File: config.mk
export PLATFORM = sky130hd
export DESIGN_NAME = mem_arbiter
export DESIGN_NICKNAME = d
export VERILOG_FILES = /design/src/ring_pkg.sv /design/src/mem_arbiter.sv
export SDC_FILE = /design/constraint.sdc
export NUM_CORES = 1
export LEC_CHECK = 0
export ABC_AREA = 1
export ABC_CLOCK_PERIOD_IN_PS = 2200
export BUFFER_PORTS_ARGS = -buffer_cell sky130_fd_sc_hd__buf_4
export CORE_AREA = 2 2 126 128
export CTS_CLUSTER_SIZE = 24
export DETAILED_ROUTE_END_ITERATION = 12
export DIE_AREA = 0 0 128 130
export SLEW_MARGIN = 20
export SYNTH_ARGS = -nofsm -noshare
export SYNTH_HDL_FRONTEND = slang
export SYNTH_SLANG_ARGS = --single-unit
export TNS_END_PERCENT = 5
File: constraint.sdc
create_clock -name clk -period 2.2 [get_ports clk]
set_input_delay 0.44 -clock clk [delete_from_list [all_inputs] [get_ports clk]]
set_output_delay 0.44 -clock clk [all_outputs]
set_load 0.01 [all_outputs]
File: src/ring_pkg.sv
// Ring channel shared definitions
// Bus widths, Wishbone classic request and response structs, the host
// configuration and status structs, and the FSM state encodings

package ring_pkg;

    // ==============================
    // Widths
    // ==============================

    // Word address width, enough for 4096 words
    localparam int addr_w = 12;

    // Memory word and stream word width
    localparam int data_w = 32;

    // ==============================
    // Wishbone classic
    // ==============================

    // Master side of a link, held stable from cyc rising until ack
    typedef struct packed {
        logic              cyc;
        logic              stb;
        logic              we;
        logic [addr_w-1:0] adr;
        logic [data_w-1:0] dat_w;
    } wb_req_t;

    // Slave side of a link, read data is valid together with ack
    typedef struct packed {
        logic              ack;
        logic [data_w-1:0] dat_r;
    } wb_rsp_t;

    // ==============================
    // Host configuration and status
    // ==============================

    // Ring bases plus the indices owned by the host
    // Only the low index bits matter to the ring logic
    typedef struct packed {
        logic [addr_w-1:0] in_base;
        logic [addr_w-1:0] out_base;
        logic [7:0]        in_newest;
        logic [7:0]        out_oldest;
    } ring_cfg_t;

    // Indices owned by the device side
    typedef struct packed {
        logic [7:0] in_oldest;
        logic [7:0] out_newest;
    } ring_status_t;

    // Reader FSM states
    typedef enum logic {rd_idle, rd_fetch} rd_state_e;

    // Writer FSM states
    typedef enum logic {wr_idle, wr_store} wr_state_e;

endpackage

File: src/mem_arbiter.sv
// Round-robin Wishbone classic arbiter
// Shares one memory slave among several masters, granting the bus only
// between cycles and keeping it with the owner while its cyc is high

`timescale 1ns/10ps

module mem_arbiter
  #(
    parameter int n_masters = 3
    )
   (
    input  logic              clk,
    input  logic              reset,
    input  ring_pkg::wb_req_t m_req [n_masters],
    output ring_pkg::wb_rsp_t m_rsp [n_masters],
    output ring_pkg::wb_req_t s_req,
    input  ring_pkg::wb_rsp_t s_rsp
    );

    localparam int sel_w = (n_masters > 1) ? $clog2(n_masters) : 1;

    // Current or most recent owner, and whether a cycle is in progress
    logic [sel_w-1:0] owner;
    logic             busy;

    logic [sel_w-1:0] grant_idx;
    logic             grant_valid;

    // Search starts one past the previous owner for fairness
    always_comb
    begin
        int unsigned cand;
        grant_valid = 1'b0;
        grant_idx   = owner;
        for (int k = 1; k <= n_masters; k++)
        begin
            cand = (int'(owner) + k) % n_masters;
            if (!grant_valid && m_req[cand].cyc)
            begin
                grant_valid = 1'b1;
                grant_idx   = sel_w'(cand);
            end
        end
    end

    // Owner changes only while the bus is idle
    always_ff @(posedge clk)
    begin
        if (reset)
        begin
            busy  <= 1'b0;
            owner <= sel_w'(n_masters - 1);
        end
        else if (!busy)
        begin
            if (grant_valid)
            begin
                busy  <= 1'b1;
                owner <= grant_idx;
            end
        end
        else if (!m_req[owner].cyc)
        begin
            busy <= 1'b0;
        end
    end

    // ==============================
    // Routing
    // ==============================

    always_comb
    begin
        s_req = '0;
        if (busy)
            s_req = m_req[owner];
    end

    // Ack reaches the owner alone, read data is shared
    for (genvar i = 0; i < n_masters; i++)
    begin : g_rsp
        assign m_rsp[i].ack   = busy && (owner == sel_w'(i)) && s_rsp.ack;
        assign m_rsp[i].dat_r = s_rsp.dat_r;
    end

endmodule

==> impl_summary.log <==
[metrics] most frequent cell on the critical path: buf_12
[metrics] Vias: 2,857
[metrics] fraction of power spent switching nets: around 54%
[metrics] estimated wirelength of the detail-placed design: around 7.3 mm
[metrics] number of nets in the layout: 696
[metrics] detailed-route vias per instance: 4.05
[metrics] setup repair bufs after CTS: 0
[metrics] Peak VDD IR: 0.402 mV
[metrics] clock sink count: 3
[metrics] Worst setup EP type: output port
[metrics] dpl cells: around 700
[metrics] fraction of final layout cells sized beyond drive strength 1: 41.8%
[metrics] relative slew slack: 73.8%
[metrics] die height: 130 um
[metrics] utilization after layout: 21.4%
[metrics] Avg Inst Size Synth: 5.28 um^2
[metrics] DRT Wirelength: 9.49 mm
[metrics] clock root buffer: clkbuf_16
[metrics] global-route wire length before repair: 13.6 mm
[metrics] starting density of the core: 14.7%
[metrics] adder-cell area share of the yosys netlist: 2.75%
[metrics] result of the run: complete, no violations
[metrics] Max Fclk: 0.496 GHz
[metrics] xor/xnor share of the synthesized area: 0%
[metrics] cell with the largest stage delay on the worst path: dfxtp_2
[metrics] Worst EP arrival: 1.58 ns
[metrics] Pwr per Cell Area: 947 mW/mm^2
[metrics] delay of the slowest cell on the worst path: 0.33 ns
[metrics] static leakage: 0.00170 uW
[metrics] post-CTS clock slew at the launch and capture registers of the worst setup and hold paths: approximately 0.03 ns
[metrics] overall die area: 0.0166 mm^2
[metrics] total track usage: 10.3%
[metrics] worst-path maximum fanout: 47
[metrics] switching power total: ~1700 uW
[metrics] fin cells: 706
[metrics] endpoints failing setup: 0
[metrics] combinational share of power: between 80% and 90%
[metrics] Hold-fix buffers, CTS: 0
[metrics] synth unique cells: 19
[metrics] class of the most critical hold timing path: input pin to flop
[metrics] synthesized net count: 611
[metrics] Min Clock Period, post-route: about 2.0 ns
[metrics] CTS Buf Count: 3
[metrics] post-synthesis register bit count: 3
[metrics] number of antenna cells inserted: 0
[metrics] number of DRC markers in iteration 0: 85
[metrics] Seq pwr share: 3.7%
[metrics] post-synthesis share of cell area spent on and, or, nand and nor gates: 33.1%
[metrics] max_cap viols: 0
[metrics] setup clock skew after layout: roughly 0.0044 ns
[metrics] clk buf depth: 2
[metrics] netlist area before placement: 0.00227 mm^2
[metrics] fraction of the mapped netlist area in compound gates: a little over a fifth
[metrics] mux contribution to synthesized area: 0%
[metrics] unrepaired setup endpoints after global routing: no
[metrics] post-route ant nets: 0
[metrics] area growth from synthesis to layout: 45.5%
[metrics] largest family of logic cells by synthesized area: buffers and inverters
[metrics] Internal: 1460 uW
[metrics] largest net degree at the start of global routing: 50
[metrics] post-cts sizing count: 0
[metrics] clock tree from TritonCTS: built
[metrics] final count of pins violating max slew: 0
[metrics] Worst-Skew Late Latency: between 0.2 and 0.25 ns
[metrics] drt wl/cell: 13.4 um
[metrics] die boundary width: 128 um
[metrics] Hold Violations, Final: 0
[metrics] final weighted congestion in routability-driven placement: 0.737
[metrics] Remaining DRCs: 0
[metrics] type of the worst setup path: flop to output port
[metrics] share of the yosys chip area belonging to registers: 2.64%
[metrics] standard-cell rows: 46
[metrics] placeable core area: 0.0154 mm^2
[metrics] TNS Setup: 0 ns
[metrics] final worst-path cycle share: 91.7%
[metrics] CP Launch Type: flop
[metrics] cell-by-cell trace of the critical path: buf_12, nor2_4, buf_12, nand2_1, a21oi_1, buf_4
[metrics] worst hold margin: 0.404 ns
[metrics] first-pass iteration count of the detailed router: 4
[metrics] count of synthesis-stage warnings from yosys: 0
[metrics] cells after synthesis: 430
[metrics] Overall Power: 3130 uW
[metrics] I/O pin count: 322
[metrics] via count of the first global-routing pass: 2,655
[metrics] initial antenna violation count: 0
[metrics] transition at the pin with the smallest max-transition slack: 0.388 ns
[metrics] worst path required time: 1.76 ns
[metrics] Clock Power Share: roughly a tenth
[metrics] Port Buffers: 193
[metrics] total gr overflow: 0
[metrics] # H-tree levels: 1
[metrics] FILL cells: 1,775
==> cell families (layout without fill, tap and decap cells) <==
family,Yosys count,in the layout
AOI/OAI and AO/OA,97,97
adders and majority gates,5,5
buffers and inverters,135,219
DFF,3,3
and+or+nand+nor,190,190
==> metrics by stage <==
| stage | worst slack (ns) | instance area (um^2) |
|---|---|---|
| 2_1_floorplan | 0.317 | 2270 |
| 3_3_place_gp | 0.386 | 3230 |
| 3_5_place_dp | 0.344 | 3230 |
| 4_1_cts | 0.166 | 3310 |
| 5_1_grt | 0.118 | 3310 |
| 6_report | 0.183 | 3310 |
==> cell usage after synthesis, drive strengths merged <==
master  number  area share (%)
nand3       16             4.0
dfxtp        3             2.6
inv         13             2.1
o21ai       48              11
nor3         2            0.44
ha           5             2.8
clkbuf       6            0.99
a21oi       49              11
clkinv       1            0.17
nand2       77              13
nor2        95              16
buf        115              37
==> power groups by stage <==
stage	sequential [uW]	clock (uW)	combinational (uW)
after CTS	117	298	2760
final	116	296	2720
after detailed placement	118	0	2740
after floorplan	105	0	1830
after global routing	120	303	3060
after global placement	118	0	2730
==> placed cells by master (no fill, tap or decap), drive strengths merged <==
cell type    n
buf        201
nor2        95
nand2       77
a21oi       49
o21ai       48
nand3       16
inv         13
ha           5
clkbuf       4
dfxtp        3
nor3         2
clkinv       1
==> final cells by class <==
type / instances / area (um^2) / share of cell area, %
Multi-Input combinational cell: 292 / 1310 / 39.7
Timing Repair Buffer: 201 / 1560 / 47.2
Inverter: 14 / 52.6 / 1.59
Sequential cell: 3 / 62.6 / 1.89
Tap cell: 192 / 240 / 7.27
Clock buffer: 4 / 78.8 / 2.38
==> critical path: cells and delay by family (launching register included) <==
kind | cells | cell delay [ns]
compound gates | 1 | 0.23
simple gates | 2 | 0.20
buf+inv | 3 | 0.57
flops | 1 | 0.33
==> layer usage <==
metal	share of wire, %	up-vias	global-route usage [%]
met1	37	1207	10.8
met3	11	35	3.44
li1	-	1443	-
met2	48	172	18.7
met5	0	-	0
met4	3.6	0	4.78
==> flip-flops by register name, summed over array words and instances (netlist names) <==
name   cells
busy       1
owner      2
==> path summary, 6_finish.rpt <==
check	end	cells past startpoint	slack [ns]	startpoint
setup reg to reg	owner[1]	12	0.37	owner[0]
setup / recovery	s_req[37]	6	0.18	owner[0]
hold / removal	busy	2	0.40	reset
hold reg to reg	busy	2	0.55	busy
(Power assumes the default switching activity.)
