===== config.mk =====
export PLATFORM = sky130hd
export DESIGN_NAME = ring_reader
export DESIGN_NICKNAME = d
export VERILOG_FILES = /design/src/ring_pkg.sv /design/src/ring_reader.sv
export SDC_FILE = /design/constraint.sdc
export NUM_CORES = 1
export LEC_CHECK = 0
export ABC_AREA = 1
export BUFFER_PORTS_ARGS = -buffer_cell sky130_fd_sc_hd__buf_2
export CAP_MARGIN = 5
export CORE_UTILIZATION = 37
export CTS_BUF_LIST = sky130_fd_sc_hd__clkbuf_4 sky130_fd_sc_hd__clkbuf_8
export DETAILED_ROUTE_END_ITERATION = 7
export GPL_ROUTABILITY_DRIVEN = 0
export GPL_TIMING_DRIVEN = 0
export PLACE_DENSITY_LB_ADDON = 0.15
export SYNTH_ARGS = -nofsm -noshare
export SYNTH_HDL_FRONTEND = slang
export SYNTH_SLANG_ARGS = --single-unit

===== constraint.sdc =====
create_clock -name clk -period 2.54 [get_ports clk]
set_input_delay 0 -clock clk [delete_from_list [all_inputs] [get_ports clk]]
set_output_delay 0 -clock clk [all_outputs]
set_load 0.02 [all_outputs]

===== src/ring_pkg.sv =====
// Ring channel shared definitions
// Bus widths, Wishbone classic request and response structs, the host
// configuration and status structs, and the FSM state encodings

package ring_pkg;

    // ==============================
    // Widths
    // ==============================

    // Word address width, enough for 4096 words
    localparam int addr_w = 12;

    // Memory word and stream word width
    localparam int data_w = 32;

    // ==============================
    // Wishbone classic
    // ==============================

    // Master side of a link, held stable from cyc rising until ack
    typedef struct packed {
        logic              cyc;
        logic              stb;
        logic              we;
        logic [addr_w-1:0] adr;
        logic [data_w-1:0] dat_w;
    } wb_req_t;

    // Slave side of a link, read data is valid together with ack
    typedef struct packed {
        logic              ack;
        logic [data_w-1:0] dat_r;
    } wb_rsp_t;

    // ==============================
    // Host configuration and status
    // ==============================

    // Ring bases plus the indices owned by the host
    // Only the low index bits matter to the ring logic
    typedef struct packed {
        logic [addr_w-1:0] in_base;
        logic [addr_w-1:0] out_base;
        logic [7:0]        in_newest;
        logic [7:0]        out_oldest;
    } ring_cfg_t;

    // Indices owned by the device side
    typedef struct packed {
        logic [7:0] in_oldest;
        logic [7:0] out_newest;
    } ring_status_t;

    // Reader FSM states
    typedef enum logic {rd_idle, rd_fetch} rd_state_e;

    // Writer FSM states
    typedef enum logic {wr_idle, wr_store} wr_state_e;

endpackage


===== src/ring_reader.sv =====
// Inbound ring reader
// Fetches lines the host has produced into the inbound ring, queues up to
// two of them and streams them out in order, reporting the consumed index

`timescale 1ns/10ps

module ring_reader
  #(
    parameter int ring_idx_bits = 4
    )
   (
    input  logic                            clk,
    input  logic                            reset,
    input  ring_pkg::ring_cfg_t             cfg,
    output ring_pkg::wb_req_t               bus_req,
    input  ring_pkg::wb_rsp_t               bus_rsp,
    output logic [ring_pkg::data_w-1:0]     rx_data,
    output logic                            rx_valid,
    input  logic                            rx_ready,
    output logic [ring_idx_bits-1:0]        in_oldest
    );

    ring_pkg::rd_state_e state;

    // Next slot to fetch from memory
    logic [ring_idx_bits-1:0] fetch_idx;

    // Host's produced index, cut down to the ring size
    logic [ring_idx_bits-1:0] newest_idx;
    assign newest_idx = cfg.in_newest[ring_idx_bits-1:0];

    // ==============================
    // Output queue
    // ==============================

    // Two entries are enough to keep the stream busy with one fetch in
    // flight, and bound how far the reader runs ahead under back-pressure
    logic [ring_pkg::data_w-1:0] q_data [2];
    logic                        q_wr_ptr;
    logic                        q_rd_ptr;
    logic [1:0]                  q_count;

    logic push;
    logic pop;

    // A word enters the queue on the ack of our own read cycle
    assign push = (state == ring_pkg::rd_fetch) && bus_rsp.ack;
    assign pop  = rx_valid && rx_ready;

    assign rx_valid = (q_count != 2'd0);
    assign rx_data  = q_data[q_rd_ptr];

    // Payload storage
    always_ff @(posedge clk)
    begin
        if (push)
        begin
            q_data[q_wr_ptr] <= bus_rsp.dat_r;
        end
    end

    always_ff @(posedge clk)
    begin
        if (reset)
        begin
            q_wr_ptr <= 1'b0;
            q_rd_ptr <= 1'b0;
            q_count  <= 2'd0;
        end
        else
        begin
            if (push)
                q_wr_ptr <= ~q_wr_ptr;
            if (pop)
                q_rd_ptr <= ~q_rd_ptr;

            // Count moves only when exactly one side is active
            if (push && !pop)
                q_count <= q_count + 2'd1;
            else if (pop && !push)
                q_count <= q_count - 2'd1;
        end
    end

    // ==============================
    // Fetch control
    // ==============================

    // Data is pending while the fetch index trails the host's index
    logic want_fetch;
    assign want_fetch = (fetch_idx != newest_idx) && (q_count < 2'd2);

    always_ff @(posedge clk)
    begin
        if (reset)
        begin
            state     <= ring_pkg::rd_idle;
            fetch_idx <= '0;
        end
        else
        begin
            case (state)
                ring_pkg::rd_idle:
                begin
                    if (want_fetch)
                        state <= ring_pkg::rd_fetch;
                end
                ring_pkg::rd_fetch:
                begin
                    // Drop cyc after the ack so the arbiter can move on
                    if (bus_rsp.ack)
                    begin
                        state     <= ring_pkg::rd_idle;
                        fetch_idx <= fetch_idx + 1'b1;
                    end
                end
                default:
                    state <= ring_pkg::rd_idle;
            endcase
        end
    end

    // Read cycle at base plus index, so the ring needs no alignment
    always_comb
    begin
        bus_req.cyc   = (state == ring_pkg::rd_fetch);
        bus_req.stb   = (state == ring_pkg::rd_fetch);
        bus_req.we    = 1'b0;
        bus_req.adr   = cfg.in_base + ring_pkg::addr_w'(fetch_idx);
        bus_req.dat_w = '0;
    end

    // Consumed index follows words leaving on rx
    always_ff @(posedge clk)
    begin
        if (reset)
            in_oldest <= '0;
        else if (pop)
            in_oldest <= in_oldest + 1'b1;
    end

endmodule


==> summary.md, run 1 <==
| Metric | Value |
|---|---|
| Most frequent CP cell | `nand2_1` |
| Area Growth Syn to Fin | `40.1%` |
| H-Tree Depth | `3` |
| Fmax | `466 MHz` |
| WP buf/inv | `2` |
| Vias/cell | `4.17` |
| Pwr dens | `685 nW/um2` |
| Largest net degree at the start of global routing | `22` |
| Core ar. | `9330 um2` |
| Clock skew | `0.0114 ns` |
| Final cell count without fillers | `608` |
| EDFF count, synth | `64` |
| Root buffer selected by CTS | `clkbuf_8` |
| Slowest stage delay, CP | `0.42 ns` |
| Worst-path clk slew | `0.09 ns` |
| Top cells by area, synth | `edfxtp_1, dfxtp_1, buf_4` |
| Rows | `35` |
| Hold bufs inserted after CTS | `33` |
| Min Tclk post-route | `2.15 ns` |
| Crit. Startpoint | `fetch_idx[0]` |
| CTS Buf Count | `9` |
| Hold Path Class | `in2reg` |
| Placed insts | `559` |
| GRT met3 Usage | `6.10%` |
| Skew-Pair Late Insertion Delay | `0.35 ns` |
| Kind of critical path | `reg2out` |
| DR WL/cell | `11.1 um` |
| Die height | `101 um` |
| Critical path's slowest cell | `dfxtp_1` |
| RSZ-0062 raised after global routing | `false` |
| Clk sinks | `78` |
| Synth cell count leaders | `edfxtp_1, nand2_1, buf_4` |
| DR DRC count | `0` |
| Dpl cell area | `4470 um2` |
| TNS Setup | `0 ns` |
| Routed vias | `2,534` |
| Ratio of cells with drive above 1 in the final layout | `38.6%` |
| Longest Clk Path Bufs | `2` |
| Endpoints failing setup | `0` |
| Die area | `10,100 um2` |
| IO Pins | `160` |
| Post-route design area | `5050 um2` |
| Routed Antenna Nets | `0` |
| Top delay family on crit path | `adder cells` |
| Post-synth top flop | `edfxtp_1` |
| Max VDD drop | `0.353 mV` |
| Arrival time worst endpoint | `2.15 ns` |
| Post-CTS resize count | `0` |
| Max-slew violation count | `0` |
| DRT iter0 DRCs | `83` |
| Asr flop ratio synth | `0%` |
| Total GRT Usage | `13.6%` |
| CTS tree | `built` |
| Most used routing layer | `met2` |
| Initial Utilization | `38.6%` |
| Netlist cell types | `29` |
| Final antenna diode count | `0` |
| Worst hold start | `bus_rsp[32]` |
| M1 GR Usage | `14.1%` |
| Synth top area share | `53.3%` |
| Die Wd | `101 um` |
| Yosys top cell by area | `edfxtp_1` |
| Avg Cell Area, Syn | `12.3 um2` |
| Pleak | `2.24 nW` |
| Max-cap violations | `0` |
| Sequential area share after synthesis | `61.1%` |
| First drt pass iteration count | `4` |
| DPL Wire Length | `4830 um` |
| Required time of the critical path | `2.54 ns` |
| Worst R2R Start | `state` |
| Post-Syn Instances | `294` |
| Setup Fix Bufs, Post-CTS | `0` |
| Initial antenna violation count | `0` |
| Crit path launch type | `flip-flop` |
| Yosys warnings | `0` |
| #FFs+latches synth | `78` |
| Total congestion overflow | `0` |
| Critical-path cell list | `ha_1 -> inv_1 -> fa_1 -> o21ai_2 -> nand2_2 -> nor2_1 -> nand2_1 -> nand2_1 -> buf_2` |
| Worst-path maximum fanout | `5` |
| Number of global-route vias before repair | `2,354` |
| Endpoint class of the critical path | `output pin` |
| Synthesized cell area | `3600 um2` |
| PortBufs | `102` |
| Post-Route WL | `6720 um` |
| Tcrit/Tclk final | `84.5%` |
| Grt met2 use | `24.3%` |
| Status | `finished, final reports clean` |
| # nets final | `558` |
| Final Hold Fails | `0` |
| First-pass GRT wire length | `10,400 um` |
| Cell with the most instances after synthesis | `edfxtp_1` |
## metrics by stage
stage,setup slack [ns],hold slack (ns),util [%],power (mW)
floorplan,0.251,0.0793,-,2.07
global route,0.219,0.0369,54.1,3.63
CTS,0.371,0.00393,54.1,3.51
detailed placement,0.788,0.191,47.9,2.32
global placement,-0.680,0.188,47.1,2.29
finish,0.394,0.0171,54.1,3.46
## flip-flops by register name, summed over array words and instances (netlist names), named ones only
name	cells
q_data	64
q_count	2
q_wr_ptr	1
state	1
fetch_idx	4
in_oldest	4
q_rd_ptr	1
## final timing paths
path	end	slack, ns	cells past startpoint
max reg2reg	q_data[1][26]	1.03	3
min	state	0.02	4
max	bus_req[42]	0.39	9
min reg2reg	q_rd_ptr	0.46	1
## power by group
group          internal [mW]  switching, mW
Combinational          0.344          0.475
Clock                  0.670          0.470
Sequential              1.47         0.0305
Total                   2.48          0.975
## placed cells by master, fill, tap and decap left out, drive strengths merged
master	netlist	routed
a21oi	12	12
buf	40	144
bufinv	0	3
clkbuf	0	9
conb	1	33
dfxtp	14	14
dlygate4sd3	0	33
edfxtp	64	64
fa	1	1
ha	7	7
inv	24	28
mux2	32	32
nand2	53	53
nand3	4	4
nand3b	3	3
nand4	2	2
nor2	18	18
nor3	2	2
o21ai	9	9
or2	2	2
xnor2	3	3
xor2	3	3
## layer usage
metal / vias to the layer above / wire length, um
met5: - / 0
met4: 0 / 99
met3: 10 / 479
met2: 74 / 3490
met1: 1158 / 2660
li1: 1292 / -
## logic make-up after synthesis
| kind of cell | after synthesis | share of synthesized area, % |
|---|---|---|
| multiplexers | 32 | 10.0 |
| AO/OA/AOI/OAI | 21 | 3.02 |
| other | 1 | 0.104 |
| flip-flops | 78 | 61.1 |
| adder cells (fa/ha/maj) | 8 | 2.99 |
| XOR/XNOR | 6 | 1.67 |
| AND/OR/NAND/NOR | 84 | 10.1 |
| buffers and inverters | 64 | 11.0 |
## layout make-up
cell class | count | area [um2]
clock buffer | 9 | 124
buffer | 40 | 307
fill | 846 | 4280
multi-input combinational | 184 | 1140
sequential | 78 | 2200
clock inverter | 7 | 128
timing repair buffer | 137 | 896
tap | 129 | 161
inverter | 24 | 90.1
## tightest hold or removal path, stage by stage
cell	delay, ns
buf_2	0.08
nand2_2	0.12
nand2_1	0.09
a21oi_1	0.04
Note: power is estimated with default switching activity, not from simulation.
==> run 2: changes to the inputs <==
clock period = 1.8 ns   (was 2.54 ns; I/O delays follow)
==> run 2 against run 1 <==
  * The flow now finishes with violations (setup timing)
  * Sequential power up 41%
  * Global-route usage grew 0.35 points
  * Wire length up 2.1%
  * Combinational power is 44% higher
  * Clock power rose by 24%
  * Cell area rose by 1.3%
  * First-iteration DRC count down 37%
  * Non-clock buffer count up 4
  * Core utilization grew 0.70 points
  * Die area unchanged
  * Cell count rose by 0.66%
  * Highest routed layer unchanged
==> summary.md, run 2 (synthesis results as in run 1) <==
| Metric | Value |
|---|---|
| Status | `finished with violations` |
| Failing checks | `setup timing` |
| DR DRC count | `0 (unchanged)` |
| Required time of the critical path | `1.80 ns (-0.74 ns)` |
| Layout filler cell count | `846 (unchanged)` |
| Crit path launch type | `flip-flop` |
| PortBufs | `102 (unchanged)` |
| Final cell count without fillers | `612 (+0.66%)` |
| # nets final | `562 (+0.72%)` |
| Rows | `35 (unchanged)` |
| Rel. slew slack | `64.1%` |
| Max VDD drop | `0.634 mV (+80%)` |
| Pleak | `2.26 nW (+0.93%)` |
| DR WL/cell | `11.2 um (+1.5%)` |
| FF-to-FF path depth | `3 (unchanged)` |
| TNS Setup | `-0.104 ns (-0.104 ns)` |
| Die Wd | `101 um (unchanged)` |
| Most common cell after layout, fill and taps aside | `buf_2` |
| Total congestion overflow | `0 (unchanged)` |
| Number of global-route vias before repair | `2,365 (+0.47%)` |
| Hold Path Class | `in2reg` |
| Core ar. | `9330 um2 (unchanged)` |
| Skew-Pair Late Insertion Delay | `0.34 ns (about the same)` |
| Initial antenna violation count | `0 (unchanged)` |
| Ratio of cells with drive above 1 in the final layout | `41.0% (+2.4 points)` |
| Clock skew | `0.00579 ns (-0.00564 ns)` |
| Largest registers | `q_data: 64 flops, fetch_idx: 4 flops, in_oldest: 4 flops` |
| Die height | `101 um (unchanged)` |
| Number of flip-flops in the largest register | `64 (unchanged)` |
| Total GRT Usage | `14.0% (+0.35 points)` |
| Initial Utilization | `38.6% (unchanged)` |
| Worst-path maximum fanout | `5 (unchanged)` |
| Post-Route Utilization | `54.8% (+0.70 points)` |
| Longest Clk Path Bufs | `2 (unchanged)` |
| Endpoints failing setup | `4 (+4)` |
| Largest register by flop count | `q_data` |
| Routed vias | `2,516 (-0.71%)` |
| Tcrit/Tclk final | `103%` |
| Fmax | `540 MHz` |
| Vias/cell | `4.11 (-1.4%)` |
| Post-Route WL | `6870 um (+2.1%)` |
| First-pass GRT wire length | `10,700 um (+3.2%)` |
| WHS Path Cells | `4 (unchanged)` |
| Placed insts | `559 (unchanged)` |
| Final Hold Fails | `0 (unchanged)` |
| IO Pins | `160 (unchanged)` |
| First drt pass iteration count | `6 (+2)` |
| Arrival time worst endpoint | `1.85 ns (-0.30 ns)` |
| Root buffer selected by CTS | `clkbuf_8` |
| Endpoint class of the critical path | `output pin` |
| DPL Wire Length | `4970 um (+3.1%)` |
| Die area | `10,100 um2 (unchanged)` |
| Total Power | `4.71 mW (+36%)` |
| Largest net degree at the start of global routing | `20 (-9.1%)` |
| Area Growth Syn to Fin | `41.9%` |
| CTS tree | `built` |
| Max-slew violation count | `0 (unchanged)` |
| Min Tclk post-route | `1.85 ns` |
| H-Tree Depth | `3 (unchanged)` |
| Most frequent cells in the layout | `buf_2, edfxtp_1, nand2_1` |
| DRT iter0 DRCs | `52 (-37%)` |
| Final antenna diode count | `0 (unchanged)` |
| Routed Antenna Nets | `0 (unchanged)` |
| Final WS setup | `-0.0504 ns (-0.444 ns)` |
| RSZ-0062 raised after global routing | `true` |
| CTS Buf Count | `9 (unchanged)` |
| Kind of critical path | `reg2out` |
| Worst-path clk slew | `0.07 ns (-0.02 ns)` |
| Pwr dens | `921 nW/um2 (+34%)` |
| Max-cap violations | `0 (unchanged)` |
| Least-Margin Pin Slew | `0.537 ns` |
| Clk sinks | `78 (unchanged)` |
==> run 2: path summary, 6_finish.rpt <==
| kind | from | to | slack [ns] |
|---|---|---|---|
| worst max-delay path | fetch_idx[0] | bus_req[40] | -0.05 |
| worst min register to register | q_rd_ptr | q_rd_ptr | 0.46 |
| worst min-delay path | rx_ready | in_oldest[0] | 0.04 |
| worst max register to register | state | q_data[1][14] | 0.23 |
==> run 2: final cells by class <==
| class | count | area [um2] | share of cell area, % |
|---|---|---|---|
| clock inverters | 6 | 85.1 | 1.66 |
| flip-flops and latches | 78 | 2210 | 43.1 |
| multi-input cells | 184 | 1190 | 23.2 |
| well taps | 129 | 161 | 3.16 |
| inverters | 24 | 90.1 | 1.76 |
| clock buffers | 10 | 131 | 2.57 |
| repair buffers | 141 | 946 | 18.5 |
| plain buffers | 40 | 307 | 6.00 |
==> run 2: through the flow <==
step / worst slack, ns / instance area, um2 / hold WS (ns)
5_1_grt: -0.135 / 5110 / 0.0543
3_5_place_dp: 0.00575 / 4470 / 0.193
4_1_cts: -0.117 / 5050 / 0.0235
3_3_place_gp: -0.541 / 4400 / 0.188
2_1_floorplan: 0.0473 / 3730 / 0.0793
6_report: -0.0504 / 5110 / 0.0423
==> run 2: worst max-delay path, stage by stage (launching register included) <==
cell and delay, ns:
dfxtp_2 0.35, ha_4 0.13, inv_2 0.03, fa_2 0.36, o21ai_4 0.18, nand2_4 0.09
nor2_2 0.09, nand2_1 0.06, nand2_1 0.09, buf_6 0.13
==> run 2: per-layer routing <==
metal	share of wire [%]	vias to the layer above	global-route usage (%)
li1	-	1304	-
met1	40	1129	15.0
met2	52	69	24.8
met3	6.2	14	5.06
met4	2.1	0	6.02
met5	0	-	0
==> run 2: report_power, final <==
group	leakage [nW]	internal, mW	switching, mW
clock	0.108	0.794	0.611
sequential	0.700	2.08	0.0438
combinational	1.45	0.504	0.680
total	2.26	3.37	1.33
==> run 2: what timing repair did <==
action	CTS	global route
pin swaps	5	1
setup buffers	1	3
resized for setup	12	9
hold endpoints to repair	68	0
hold buffers	33	0
setup endpoints to repair	8	8
