==> config.mk <==
export PLATFORM = sky130hd
export DESIGN_NAME = ring_writer
export DESIGN_NICKNAME = d
export VERILOG_FILES = /design/src/ring_pkg.sv /design/src/ring_writer.sv
export SDC_FILE = /design/constraint.sdc
export NUM_CORES = 1
export LEC_CHECK = 0
export BUFFER_PORTS_ARGS = -buffer_cell sky130_fd_sc_hd__buf_4
export CORE_UTILIZATION = 37
export DETAILED_ROUTE_END_ITERATION = 8
export PLACE_DENSITY = 0.94
export RECOVER_POWER = 50
export REMOVE_ABC_BUFFERS = 1
export SYNTH_ARGS = -nofsm -noshare
export SYNTH_HDL_FRONTEND = slang
export SYNTH_SLANG_ARGS = --single-unit
==> constraint.sdc <==
create_clock -name clk -period 11.95 [get_ports clk]
set_clock_uncertainty 0.05 [all_clocks]
set_input_delay 0.5975 -clock clk [delete_from_list [all_inputs] [get_ports clk]]
set_output_delay 0.5975 -clock clk [all_outputs]
set_load 0.02 [all_outputs]
==> src/ring_pkg.sv <==
// Ring channel shared definitions
// Bus widths, Wishbone classic request and response structs, the host
// configuration and status structs, and the FSM state encodings

package ring_pkg;

    // ==============================
    // Widths
    // ==============================

    // Word address width, enough for 4096 words
    localparam int addr_w = 12;

    // Memory word and stream word width
    localparam int data_w = 32;

    // ==============================
    // Wishbone classic
    // ==============================

    // Master side of a link, held stable from cyc rising until ack
    typedef struct packed {
        logic              cyc;
        logic              stb;
        logic              we;
        logic [addr_w-1:0] adr;
        logic [data_w-1:0] dat_w;
    } wb_req_t;

    // Slave side of a link, read data is valid together with ack
    typedef struct packed {
        logic              ack;
        logic [data_w-1:0] dat_r;
    } wb_rsp_t;

    // ==============================
    // Host configuration and status
    // ==============================

    // Ring bases plus the indices owned by the host
    // Only the low index bits matter to the ring logic
    typedef struct packed {
        logic [addr_w-1:0] in_base;
        logic [addr_w-1:0] out_base;
        logic [7:0]        in_newest;
        logic [7:0]        out_oldest;
    } ring_cfg_t;

    // Indices owned by the device side
    typedef struct packed {
        logic [7:0] in_oldest;
        logic [7:0] out_newest;
    } ring_status_t;

    // Reader FSM states
    typedef enum logic {rd_idle, rd_fetch} rd_state_e;

    // Writer FSM states
    typedef enum logic {wr_idle, wr_store} wr_state_e;

endpackage

==> src/ring_writer.sv <==
// Outbound ring writer
// Accepts device stream words and stores them into the outbound ring,
// publishing its produced index and holding off while the ring is full

`timescale 1ns/10ps

module ring_writer
  #(
    parameter int ring_idx_bits = 4
    )
   (
    input  logic                            clk,
    input  logic                            reset,
    input  ring_pkg::ring_cfg_t             cfg,
    output ring_pkg::wb_req_t               bus_req,
    input  ring_pkg::wb_rsp_t               bus_rsp,
    input  logic [ring_pkg::data_w-1:0]     tx_data,
    input  logic                            tx_valid,
    output logic                            tx_ready,
    output logic [ring_idx_bits-1:0]        out_newest
    );

    ring_pkg::wr_state_e state;

    // Word held for the duration of the write cycle
    logic [ring_pkg::data_w-1:0] hold_data;

    // Host's consumed index, cut down to the ring size
    logic [ring_idx_bits-1:0] oldest_idx;
    assign oldest_idx = cfg.out_oldest[ring_idx_bits-1:0];

    // ==============================
    // Free space
    // ==============================

    // One slot always stays empty so full and empty differ
    // Wrap comes for free from the index width
    logic [ring_idx_bits-1:0] next_idx;
    logic                     ring_full;

    assign next_idx  = out_newest + 1'b1;
    assign ring_full = (next_idx == oldest_idx);

    // Ready only while idle with room in the ring
    assign tx_ready = (state == ring_pkg::wr_idle) && !ring_full;

    logic accept;
    assign accept = tx_valid && tx_ready;

    // Payload capture
    always_ff @(posedge clk)
    begin
        if (accept)
            hold_data <= tx_data;
    end

    // ==============================
    // Store FSM
    // ==============================

    always_ff @(posedge clk)
    begin
        if (reset)
        begin
            state      <= ring_pkg::wr_idle;
            out_newest <= '0;
        end
        else
        begin
            case (state)
                ring_pkg::wr_idle:
                begin
                    if (accept)
                        state <= ring_pkg::wr_store;
                end
                ring_pkg::wr_store:
                begin
                    // The slot is only published once memory has the data
                    if (bus_rsp.ack)
                    begin
                        state      <= ring_pkg::wr_idle;
                        out_newest <= next_idx;
                    end
                end
                default:
                    state <= ring_pkg::wr_idle;
            endcase
        end
    end

    // Write cycle at base plus the produced index
    always_comb
    begin
        bus_req.cyc   = (state == ring_pkg::wr_store);
        bus_req.stb   = (state == ring_pkg::wr_store);
        bus_req.we    = 1'b1;
        bus_req.adr   = cfg.out_base + ring_pkg::addr_w'(out_newest);
        bus_req.dat_w = hold_data;
    end

endmodule

==> results of run 1 <==
-- routing by layer --
metal | GRT usage (%) | wire [um] | vias up
li1 | - | - | 585
met1 | 17.5 | 1310 | 519
met2 | 29.6 | 1750 | 82
met3 | 6.21 | 466 | 4
met4 | 5.59 | 41 | 0
met5 | 0 | 0 | -
-- power breakdown --
group / internal (W) / leakage, nW / total, W / switching (W)
sequential: 0.000150 / 0.346 / 0.000154 / 0.00000349
combinational: 0.0000237 / 0.603 / 0.0000538 / 0.0000302
clock: 0.0000613 / 0.0518 / 0.000102 / 0.0000407
total: 0.000235 / 1.00 / 0.000310 / 0.0000744
-- logic make-up (layout without fill, tap and decap cells) --
kind of cell / count (synthesis) / after routing / synth area share [%]
adder cells (fa/ha/maj): 6 / 6 / 5.41
flip-flops: 37 / 37 / 69.6
XOR/XNOR: 18 / 18 / 10.3
AO/OA/AOI/OAI: 11 / 11 / 4.27
buffers and inverters: 4 / 112 / 1.72
AND/OR/NAND/NOR: 26 / 26 / 8.45
other: 1 / 1 / 0.246
-- through the flow --
stage / util, % / hold slack [ns]
finish: 62.2 / 0.460
global route: 62.2 / 0.443
CTS: 64.5 / 0.429
detailed placement: 61.6 / 0.506
global placement: 61.6 / 0.483
floorplan: - / 0.539
-- critical path: stages (launching register included) --
cell and delay, ns:
dfxtp_1 0.40, ha_1 0.26, fa_1 0.40, a21o_1 0.20, a21oi_1 0.31, nor3_1 0.10, xor2_1 0.15, buf_4 0.16
-- layout by cell type, fill, tap and decap left out --
cell,n
buf_4,47
edfxtp_1,32
clkbuf_4,32
clkbuf_1,24
xnor2_1,10
nor2_1,8
xor2_1,8
nand2_1,6
nand3_1,5
a21oi_1,5
ha_1,5
clkbuf_8,5
dfxtp_1,5
o21ai_0,2
nand4_1,2
a21o_1,2
a211oi_1,1
o21bai_1,1
nor3_1,1
inv_1,1
nor4_2,1
nor3b_2,1
or3_2,1
nand2b_1,1
fa_1,1
conb_1,1
clkinvlp_4,1
clkinv_1,1
bufinv_16,1
-- worst max-delay path by stage --
stage,endpoint,slack [ns],startpoint,cells past startpoint
finish,bus_req[42],9.03,out_newest[0],7
global route,bus_req[38],8.90,out_newest[0],7
global placement,bus_req[42],9.05,cfg[16],8
CTS,bus_req[42],8.99,out_newest[0],7
floorplan,hold_data[0],7.92,out_newest[1],5
detailed placement,bus_req[42],9.04,cfg[16],8
-- final cells by class --
type	count	area share, %
clock buffer	5	2.91
tap	48	2.54
inverter	1	0.159
multi-input combinational	62	18.8
clock inverter	3	1.75
timing repair buffer	103	28.9
sequential	37	44.9
-- registers in the layout (all words and copies together), names as in the netlist --
| signal | cells |
|---|---|
| out_newest | 4 |
| state | 1 |
| hold_data | 32 |
==> results.toml, run 1 <==
[layout]
fillCellCount = 346
finalNonFillerCells = 259
ff_latch_area_sq_mm = 0.00106
drive_gt1_share_pct = 42.2
diodes = 0
syn_to_final_growth_pct = 54.8
design_area_sq_mm = 0.00236
fin_nets = 324
multi_input_area_sq_um = 443

[worst_hold_path]
min_from = "tx_data[0]"
holdPathEnd = "hold_data[0]"
worstHoldPathType = "input pin to flip-flop"
hold_path_depth = 1

[worst_setup_path]
endpoint_kind = "output port"
worst_ep_required_time_ns = 11.30
cp_data_arrival_time_ns = 2.27
r2r_start = "out_newest[0]"
rr_endpoint = "hold_data[15]"
r2r_cells = 6
r2r_slack_ns = 9.87
worst-setup-path-type = "flip-flop to output port"
worst-path-max-fanout = 6
startpoint_type = "flip-flop"

[logic_synthesis]
async_flop_share_pct = 0
netlist.area_leader.share_pct = 63.0
synth_seq_area_share_pct = 69.6
synthCells = 103
synth_area_leaders = "edfxtp_1 63%, dfxtp_1 6.6%, xnor2_1 5.7%"
synth_edf_count = 32
avgSynthCellArea_sq_um = 14.8
synthDistinctLibCells = 23
yosysWarnings = 0
yosysTopAreaCell = "edfxtp_1"
yosysMostFrequentCell = "edfxtp_1"
ys.flop_type = "edfxtp_1"
ys_ff_latch = 37
yosys-top-cells-count = "32 x edfxtp_1, 10 x xnor2_1, 8 x nor2_1, 8 x xor2_1, 6 x nand2_1"
syn_area_sq_mm = 0.00153

[clock_tree]
cts-hold-fix-buffers = 0
numCtsBuffers = 5
clock_sinks = 37
clk-insertion-delay-late_ns = 0.28
post-cts-setup-buffers = 0
cts_tree = "built"
path_clk_slew_ns = 0.07
clockBufferDepth = 2
root_buffer = "clkbuf_8"
ctsHtreeMaxLevel = 2
cts-resized-gates = 0

[sta]
max_freq_mhz = 342
rsz0062_at_grt = "false"
setup_violations = 0
hold_viol_final = 0
finalCriticalPeriod_ns = 2.92
drv_slew = 0
final.setup.worst_slack_ns = 9.03
period_share_pct = 24.4
tns_ns = 0

[run]
max-cap-violations = 0

[placed_design]
dp.cells = 251
hpwl_mm = 2.91
placed_area_sq_mm = 0.00234
gp_congestion = 0.754
preCtsSetupSlack_ns = 9.04
port_buffers = 102

[route]
drc = 0
viasPerCell = 4.59
dr_total_vias = 1190
first_pass_iters = 4
drtAntennaViolNets = 0
routed_wl_mm = 3.57
drt_iter0_markers = 84
wl_per_cell_um = 13.8

[global_routing]
grt_max_degree = 33
grt_pass1_wl_mm = 5.18
grt-ovfl-total = 0
grt_antenna_before_repair = 0
grtUsageTotal_pct = 16.5
grt_pass1_vias = 1137

[floorplanning]
io_pins = 160
core_area_sq_mm = 0.00380
dieArea_sq_mm = 0.00438
row_count = 22
die_h_um = 66.2
start_util_pct = 40.2
dieWidth_um = 66.2

[power_and_ir_drop]
power_density_mw_per_mm2 = 131
report.power.total_w = 0.000310
power_leakage_nw = 1.00
irDropWorstVdd_mv = 0.0628

[status]
status = "complete, no violations"
No activity file was read; power rests on OpenSTA's default activity.
==> run 2, diff against run 1 <==
--- a/config.mk
+++ b/config.mk
@@ -6,9 +6,9 @@
 export NUM_CORES = 1
 export LEC_CHECK = 0
 export BUFFER_PORTS_ARGS = -buffer_cell sky130_fd_sc_hd__buf_4
-export CORE_UTILIZATION = 37
+export CORE_UTILIZATION = 35
 export DETAILED_ROUTE_END_ITERATION = 8
-export PLACE_DENSITY = 0.94
+export PLACE_DENSITY = 0.9
 export RECOVER_POWER = 50
 export REMOVE_ABC_BUFFERS = 1
 export SYNTH_ARGS = -nofsm -noshare
==> constraint.sdc (replaced) <==
create_clock -name clk -period 2.75 [get_ports clk]
set_clock_uncertainty 0.05 [all_clocks]
set_input_delay 0.1375 -clock clk [delete_from_list [all_inputs] [get_ports clk]]
set_output_delay 0.1375 -clock clk [all_outputs]
set_load 0.02 [all_outputs]
==> run 2 against run 1 <==
Net effect:
- flip-flop and latch count did not move
- power rose to 4.2 times the previous value
- setup slack got worse by 8.8 ns
- final area rose by 12%
- critical endpoint unchanged
==> results.toml, run 2 (same netlist as run 1, synthesis figures left out) <==
[layout]
final_cell_mix = "43 x buf_4, 33 x dlygate4sd3_1, 32 x edfxtp_1, 32 x clkbuf_4, 29 x clkbuf_1"
top_register = "hold_data"
diodes = 0
largest_reg_flops = 32
drive_gt1_share_pct = 34.8
reg_top3 = "hold_data: 32 flops, out_newest: 4 flops, state: 1 flops"
final_common_cell = "buf_4"
fin_nets = 357
syn_to_final_growth_pct = 73.8
design_area_sq_mm = 0.00265

[clock_tree]
clock_sinks = 37
cts-resized-gates = 0
clk-insertion-delay-late_ns = 0.28
path_clk_slew_ns = 0.06
root_buffer = "clkbuf_8"
clockBufferDepth = 2
ctsHtreeMaxLevel = 2
numCtsBuffers = 5
cts_tree = "built"

[floorplanning]
core_area_sq_mm = 0.00409
row_count = 23
dieArea_sq_mm = 0.00463
die_h_um = 68.0
dieWidth_um = 68.0
io_pins = 160
start_util_pct = 37.3

[placed_design]
hpwl_mm = 2.82
port_buffers = 102
preCtsSetupSlack_ns = 0.571
gp_congestion = 0.787
placed_area_sq_mm = 0.00234

[sta]
period_share_pct = 89.9
tns_ns = 0
drv_slew = 0
final.setup.worst_slack_ns = 0.277
hold_viol_final = 0
rsz0062_at_grt = "false"
finalCriticalPeriod_ns = 2.47
max_freq_mhz = 404
setup_violations = 0

[worst_setup_path]
crit_path_cell_trace = "ha_1, fa_1, a21o_1, a21oi_1, nor3_1, xor2_1, buf_4"
worst-path-max-fanout = 6
endpoint_kind = "output port"
slowest_stage = "fa_1"
r2r_slack_ns = 0.68
r2r_start = "out_newest[0]"
cp_data_arrival_time_ns = 2.29
r2r_cells = 6
worst-setup-path-type = "flip-flop to output port"
startpoint_type = "flip-flop"
worst_ep_required_time_ns = 2.56
rr_endpoint = "hold_data[8]"
startpoint = "out_newest[0]"
slowest_delay_ns = 0.41

[route]
wl_per_cell_um = 14.4
viasPerCell = 4.70
drt_iter0_markers = 67
routed_wl_mm = 4.24
first_pass_iters = 4
drc = 0
drtAntennaViolNets = 0
dr_total_vias = 1381

[worst_hold_path]
hold_path_depth = 3
holdPathEnd = "out_newest[1]"
min_from = "bus_rsp[32]"
worstHoldPathType = "input pin to flip-flop"

[global_routing]
grt_pass1_wl_mm = 6.00
grt-ovfl-total = 0
grt_pass1_vias = 1305
grtUsageTotal_pct = 18.8
grt_antenna_before_repair = 0
grt_max_degree = 33

[status]
status = "complete, no violations"

[power_and_ir_drop]
power_leakage_nw = 1.12
report.power.total_w = 0.00129
irDropWorstVdd_mv = 0.237
power_density_mw_per_mm2 = 488

[run]
max-cap-violations = 0
-- run 2: worst max path at each step --
stage,end
2_1_floorplan,hold_data[0]
3_3_place_gp,bus_req[42]
3_5_place_dp,bus_req[42]
4_1_cts,bus_req[42]
5_1_grt,bus_req[42]
6_report,bus_req[42]
-- run 2: timing repair --
item	4_1_cts	5_1_grt
hold buffers	33	0
endpoints found under the hold margin	36	0
buffers inserted	0	0
-- run 2: layer usage --
layer  track usage (%)  share of wire (%)  up-vias
met3              7.50                 14        5
met5                 0                  0        -
li1                  -                  -      647
met2              32.6                 47       95
met4              7.81                1.5        0
met1              20.1                 38      634
-- run 2: power breakdown --
part | internal [W] | switching (W)
registers | 0.000654 | 0.0000158
clock network | 0.000175 | 0.000175
logic | 0.000130 | 0.000143
-- run 2: area by class of cell --
class	instances	area (sq um)
multi-input combinational	62	443
tap	50	62.6
clock buffer	6	72.6
timing repair buffer	136	998
fill	333	1440
sequential	37	1060
clock inverter	2	10.0
inverter	1	3.75
-- run 2: worst max-delay path: cells and delay by family, from the launching register on --
family / cells / cell delay [ns]
flip-flops: 1 / 0.39
XOR/XNOR: 1 / 0.15
adder cells (fa/ha/maj): 2 / 0.67
buffers and inverters: 1 / 0.16
AND/OR/NAND/NOR: 1 / 0.10
AO/OA/AOI/OAI: 2 / 0.53
-- run 2: per-stage QoR --
stage | instances | util [%] | hold WS [ns]
3_5_place_dp | 253 | 57.3 | 0.267
6_report | 294 | 64.9 | 0.100
3_3_place_gp | 253 | 57.3 | 0.266
5_1_grt | 294 | 64.9 | 0.120
2_1_floorplan | 100 | - | 0.157
4_1_cts | 294 | 67.5 | 0.0924
==> run 3, diff against run 2 <==
--- a/config.mk
+++ b/config.mk
@@ -6,11 +6,12 @@
 export NUM_CORES = 1
 export LEC_CHECK = 0
 export BUFFER_PORTS_ARGS = -buffer_cell sky130_fd_sc_hd__buf_4
+export CORE_MARGIN = 5
 export CORE_UTILIZATION = 35
 export DETAILED_ROUTE_END_ITERATION = 8
 export PLACE_DENSITY = 0.9
-export RECOVER_POWER = 50
 export REMOVE_ABC_BUFFERS = 1
+export SETUP_SLACK_MARGIN = 0.2
 export SYNTH_ARGS = -nofsm -noshare
 export SYNTH_HDL_FRONTEND = slang
 export SYNTH_SLANG_ARGS = --single-unit
==> run 3 against run 2 <==
Net effect:
- clock power fell by 6.0%
- clock-buffer cell count unchanged
- cell count increased by 0.34%
- critical path depth did not move
- register-to-register slack is essentially flat
- first-iteration DRC count decreased by 58%
- sequential power barely moved
- die area grew 25%
==> results.toml, run 3 (same netlist as run 1, synthesis figures left out) <==
[sta]
whs_ns = 0.115
rsz0062_at_grt = "false"
setup_violations = 0
drv_slew = 0
finalCriticalPeriod_ns = 2.37
max_freq_mhz = 423
hold_viol_final = 0
final.setup.worst_slack_ns = 0.384
period_share_pct = 86.0
tns_ns = 0

[status]
status = "complete, no violations"

[layout]
syn_to_final_growth_pct = 80.7
drive_gt1_share_pct = 46.1
largest_reg_flops = 32
diodes = 0
fillCellCount = 318
design_area_sq_mm = 0.00276
top_register = "hold_data"
final_cell_mix = "103 x buf_4, 33 x dlygate4sd3_1, 32 x edfxtp_1, 10 x xnor2_1"
ff_latch_area_sq_mm = 0.00106
final_common_cell = "buf_4"
fin_nets = 357
multi_input_area_sq_um = 447
reg_top3 = "hold_data: 32 flops, out_newest: 4 flops, state: 1 flops"

[clock_tree]
clk-insertion-delay-late_ns = 0.27
ctsHtreeMaxLevel = 2
clockBufferDepth = 2
root_buffer = "clkbuf_8"
cts_tree = "built"
path_clk_slew_ns = 0.06
clock_sinks = 37
post-cts-setup-buffers = 0
numCtsBuffers = 5

[power_and_ir_drop]
power.internal_w = 0.000980
pwr-share-clk_pct = 25.4
power_frac_seq_pct = 51.6
p_sw_share_pct = 24.7
p_comb_share_pct = 23.1
irDropWorstVdd_mv = 0.196
power_density_mw_per_mm2 = 472
power.switching_w = 0.000321
power_leakage_nw = 1.22
report.power.total_w = 0.00130

[route]
dr_total_vias = 1311
drtAntennaViolNets = 0
drc = 0
viasPerCell = 4.44
first_pass_iters = 3
drt_iter0_markers = 28
routed_wl_mm = 4.40
wl_per_cell_um = 14.9

[worst_setup_path]
endpoint_kind = "output port"
cp_data_arrival_time_ns = 2.18
worst-path-max-fanout = 6
worst-setup-path-type = "flip-flop to output port"
worst_ep_required_time_ns = 2.56
startpoint_type = "flip-flop"

[global_routing]
grtUsageTotal_pct = 15.6
grt_antenna_before_repair = 0
grt_pass1_wl_mm = 7.29
grt-ovfl-total = 0
grt_max_degree = 33
grt_pass1_vias = 1435

[floorplanning]
io_pins = 160
die_h_um = 76.0
dieArea_sq_mm = 0.00578
core_area_sq_mm = 0.00429
row_count = 24
dieWidth_um = 76.0
start_util_pct = 35.5

[placed_design]
hpwl_mm = 3.29
preCtsSetupSlack_ns = 0.570
port_buffers = 102
placed_area_sq_mm = 0.00235
gp_congestion = 0.688

[worst_hold_path]
worstHoldPathType = "input pin to flip-flop"

[run]
max-cap-violations = 0
==> run 3: cell types whose count changed in the layout (fill, tap and decap cells not counted), sizes merged <==
cell | previous run | this run
buf | 43 | 103
clkbuf | 66 | 6
clkinv | 2 | 1
==> run 3: final timing paths <==
kind                       from             to  slack, ns  cells past startpoint
setup / recovery  out_newest[0]    bus_req[42]       0.38                      7
hold reg to reg   out_newest[3]  out_newest[3]       0.50                      2
hold / removal      bus_rsp[32]          state       0.11                      3
setup reg to reg  out_newest[0]  hold_data[15]       0.67                      6
==> run 3: worst max-delay path, cell delays in order (launching register included) <==
cell,delay (ns)
dfxtp_1,0.39
ha_1,0.26
fa_1,0.42
a21o_1,0.21
a21oi_2,0.22
nor3_1,0.09
xor2_1,0.15
buf_4,0.17
==> run 3: final cells by class <==
class | instances | area share [%]
flip-flops and latches | 37 | 38.5
repair buffers | 136 | 40.0
well taps | 52 | 2.36
multi-input cells | 62 | 16.2
inverters | 1 | 0.136
clock buffers | 6 | 2.63
clock inverters | 1 | 0.136
==> run 3: power groups by stage <==
stage | logic, W | clock network [W] | registers, W
5_1_grt | 0.000320 | 0.000366 | 0.000674
3_3_place_gp | 0.000255 | 0 | 0.000680
3_5_place_dp | 0.000262 | 0 | 0.000683
4_1_cts | 0.000301 | 0.000347 | 0.000671
6_report | 0.000300 | 0.000330 | 0.000671
2_1_floorplan | 0.0000650 | 0 | 0.000729
==> run 3: per-layer routing <==
layer / track usage (%) / part of all wire (%) / wire (um)
met1: 19.5 / 42 / 1870
met2: 23.4 / 43 / 1910
met3: 8.27 / 13 / 591
met4: 4.27 / 0.80 / 35
met5: 0 / 0 / 0
==> run 3: metrics by stage <==
step / utilization, % / cells
2_1_floorplan: - / 100
6_report: 64.2 / 295
3_5_place_dp: 54.6 / 255
4_1_cts: 64.1 / 295
3_3_place_gp: 54.6 / 255
5_1_grt: 64.2 / 295
==> run 3: timing repair <==
| action | 4_1_cts | 5_1_grt |
|---|---|---|
| endpoints found under the setup margin | 0 | 4 |
| hold buffers | 33 | 0 |
| resized for setup | 0 | 1 |
| hold endpoints to repair | 35 | 0 |
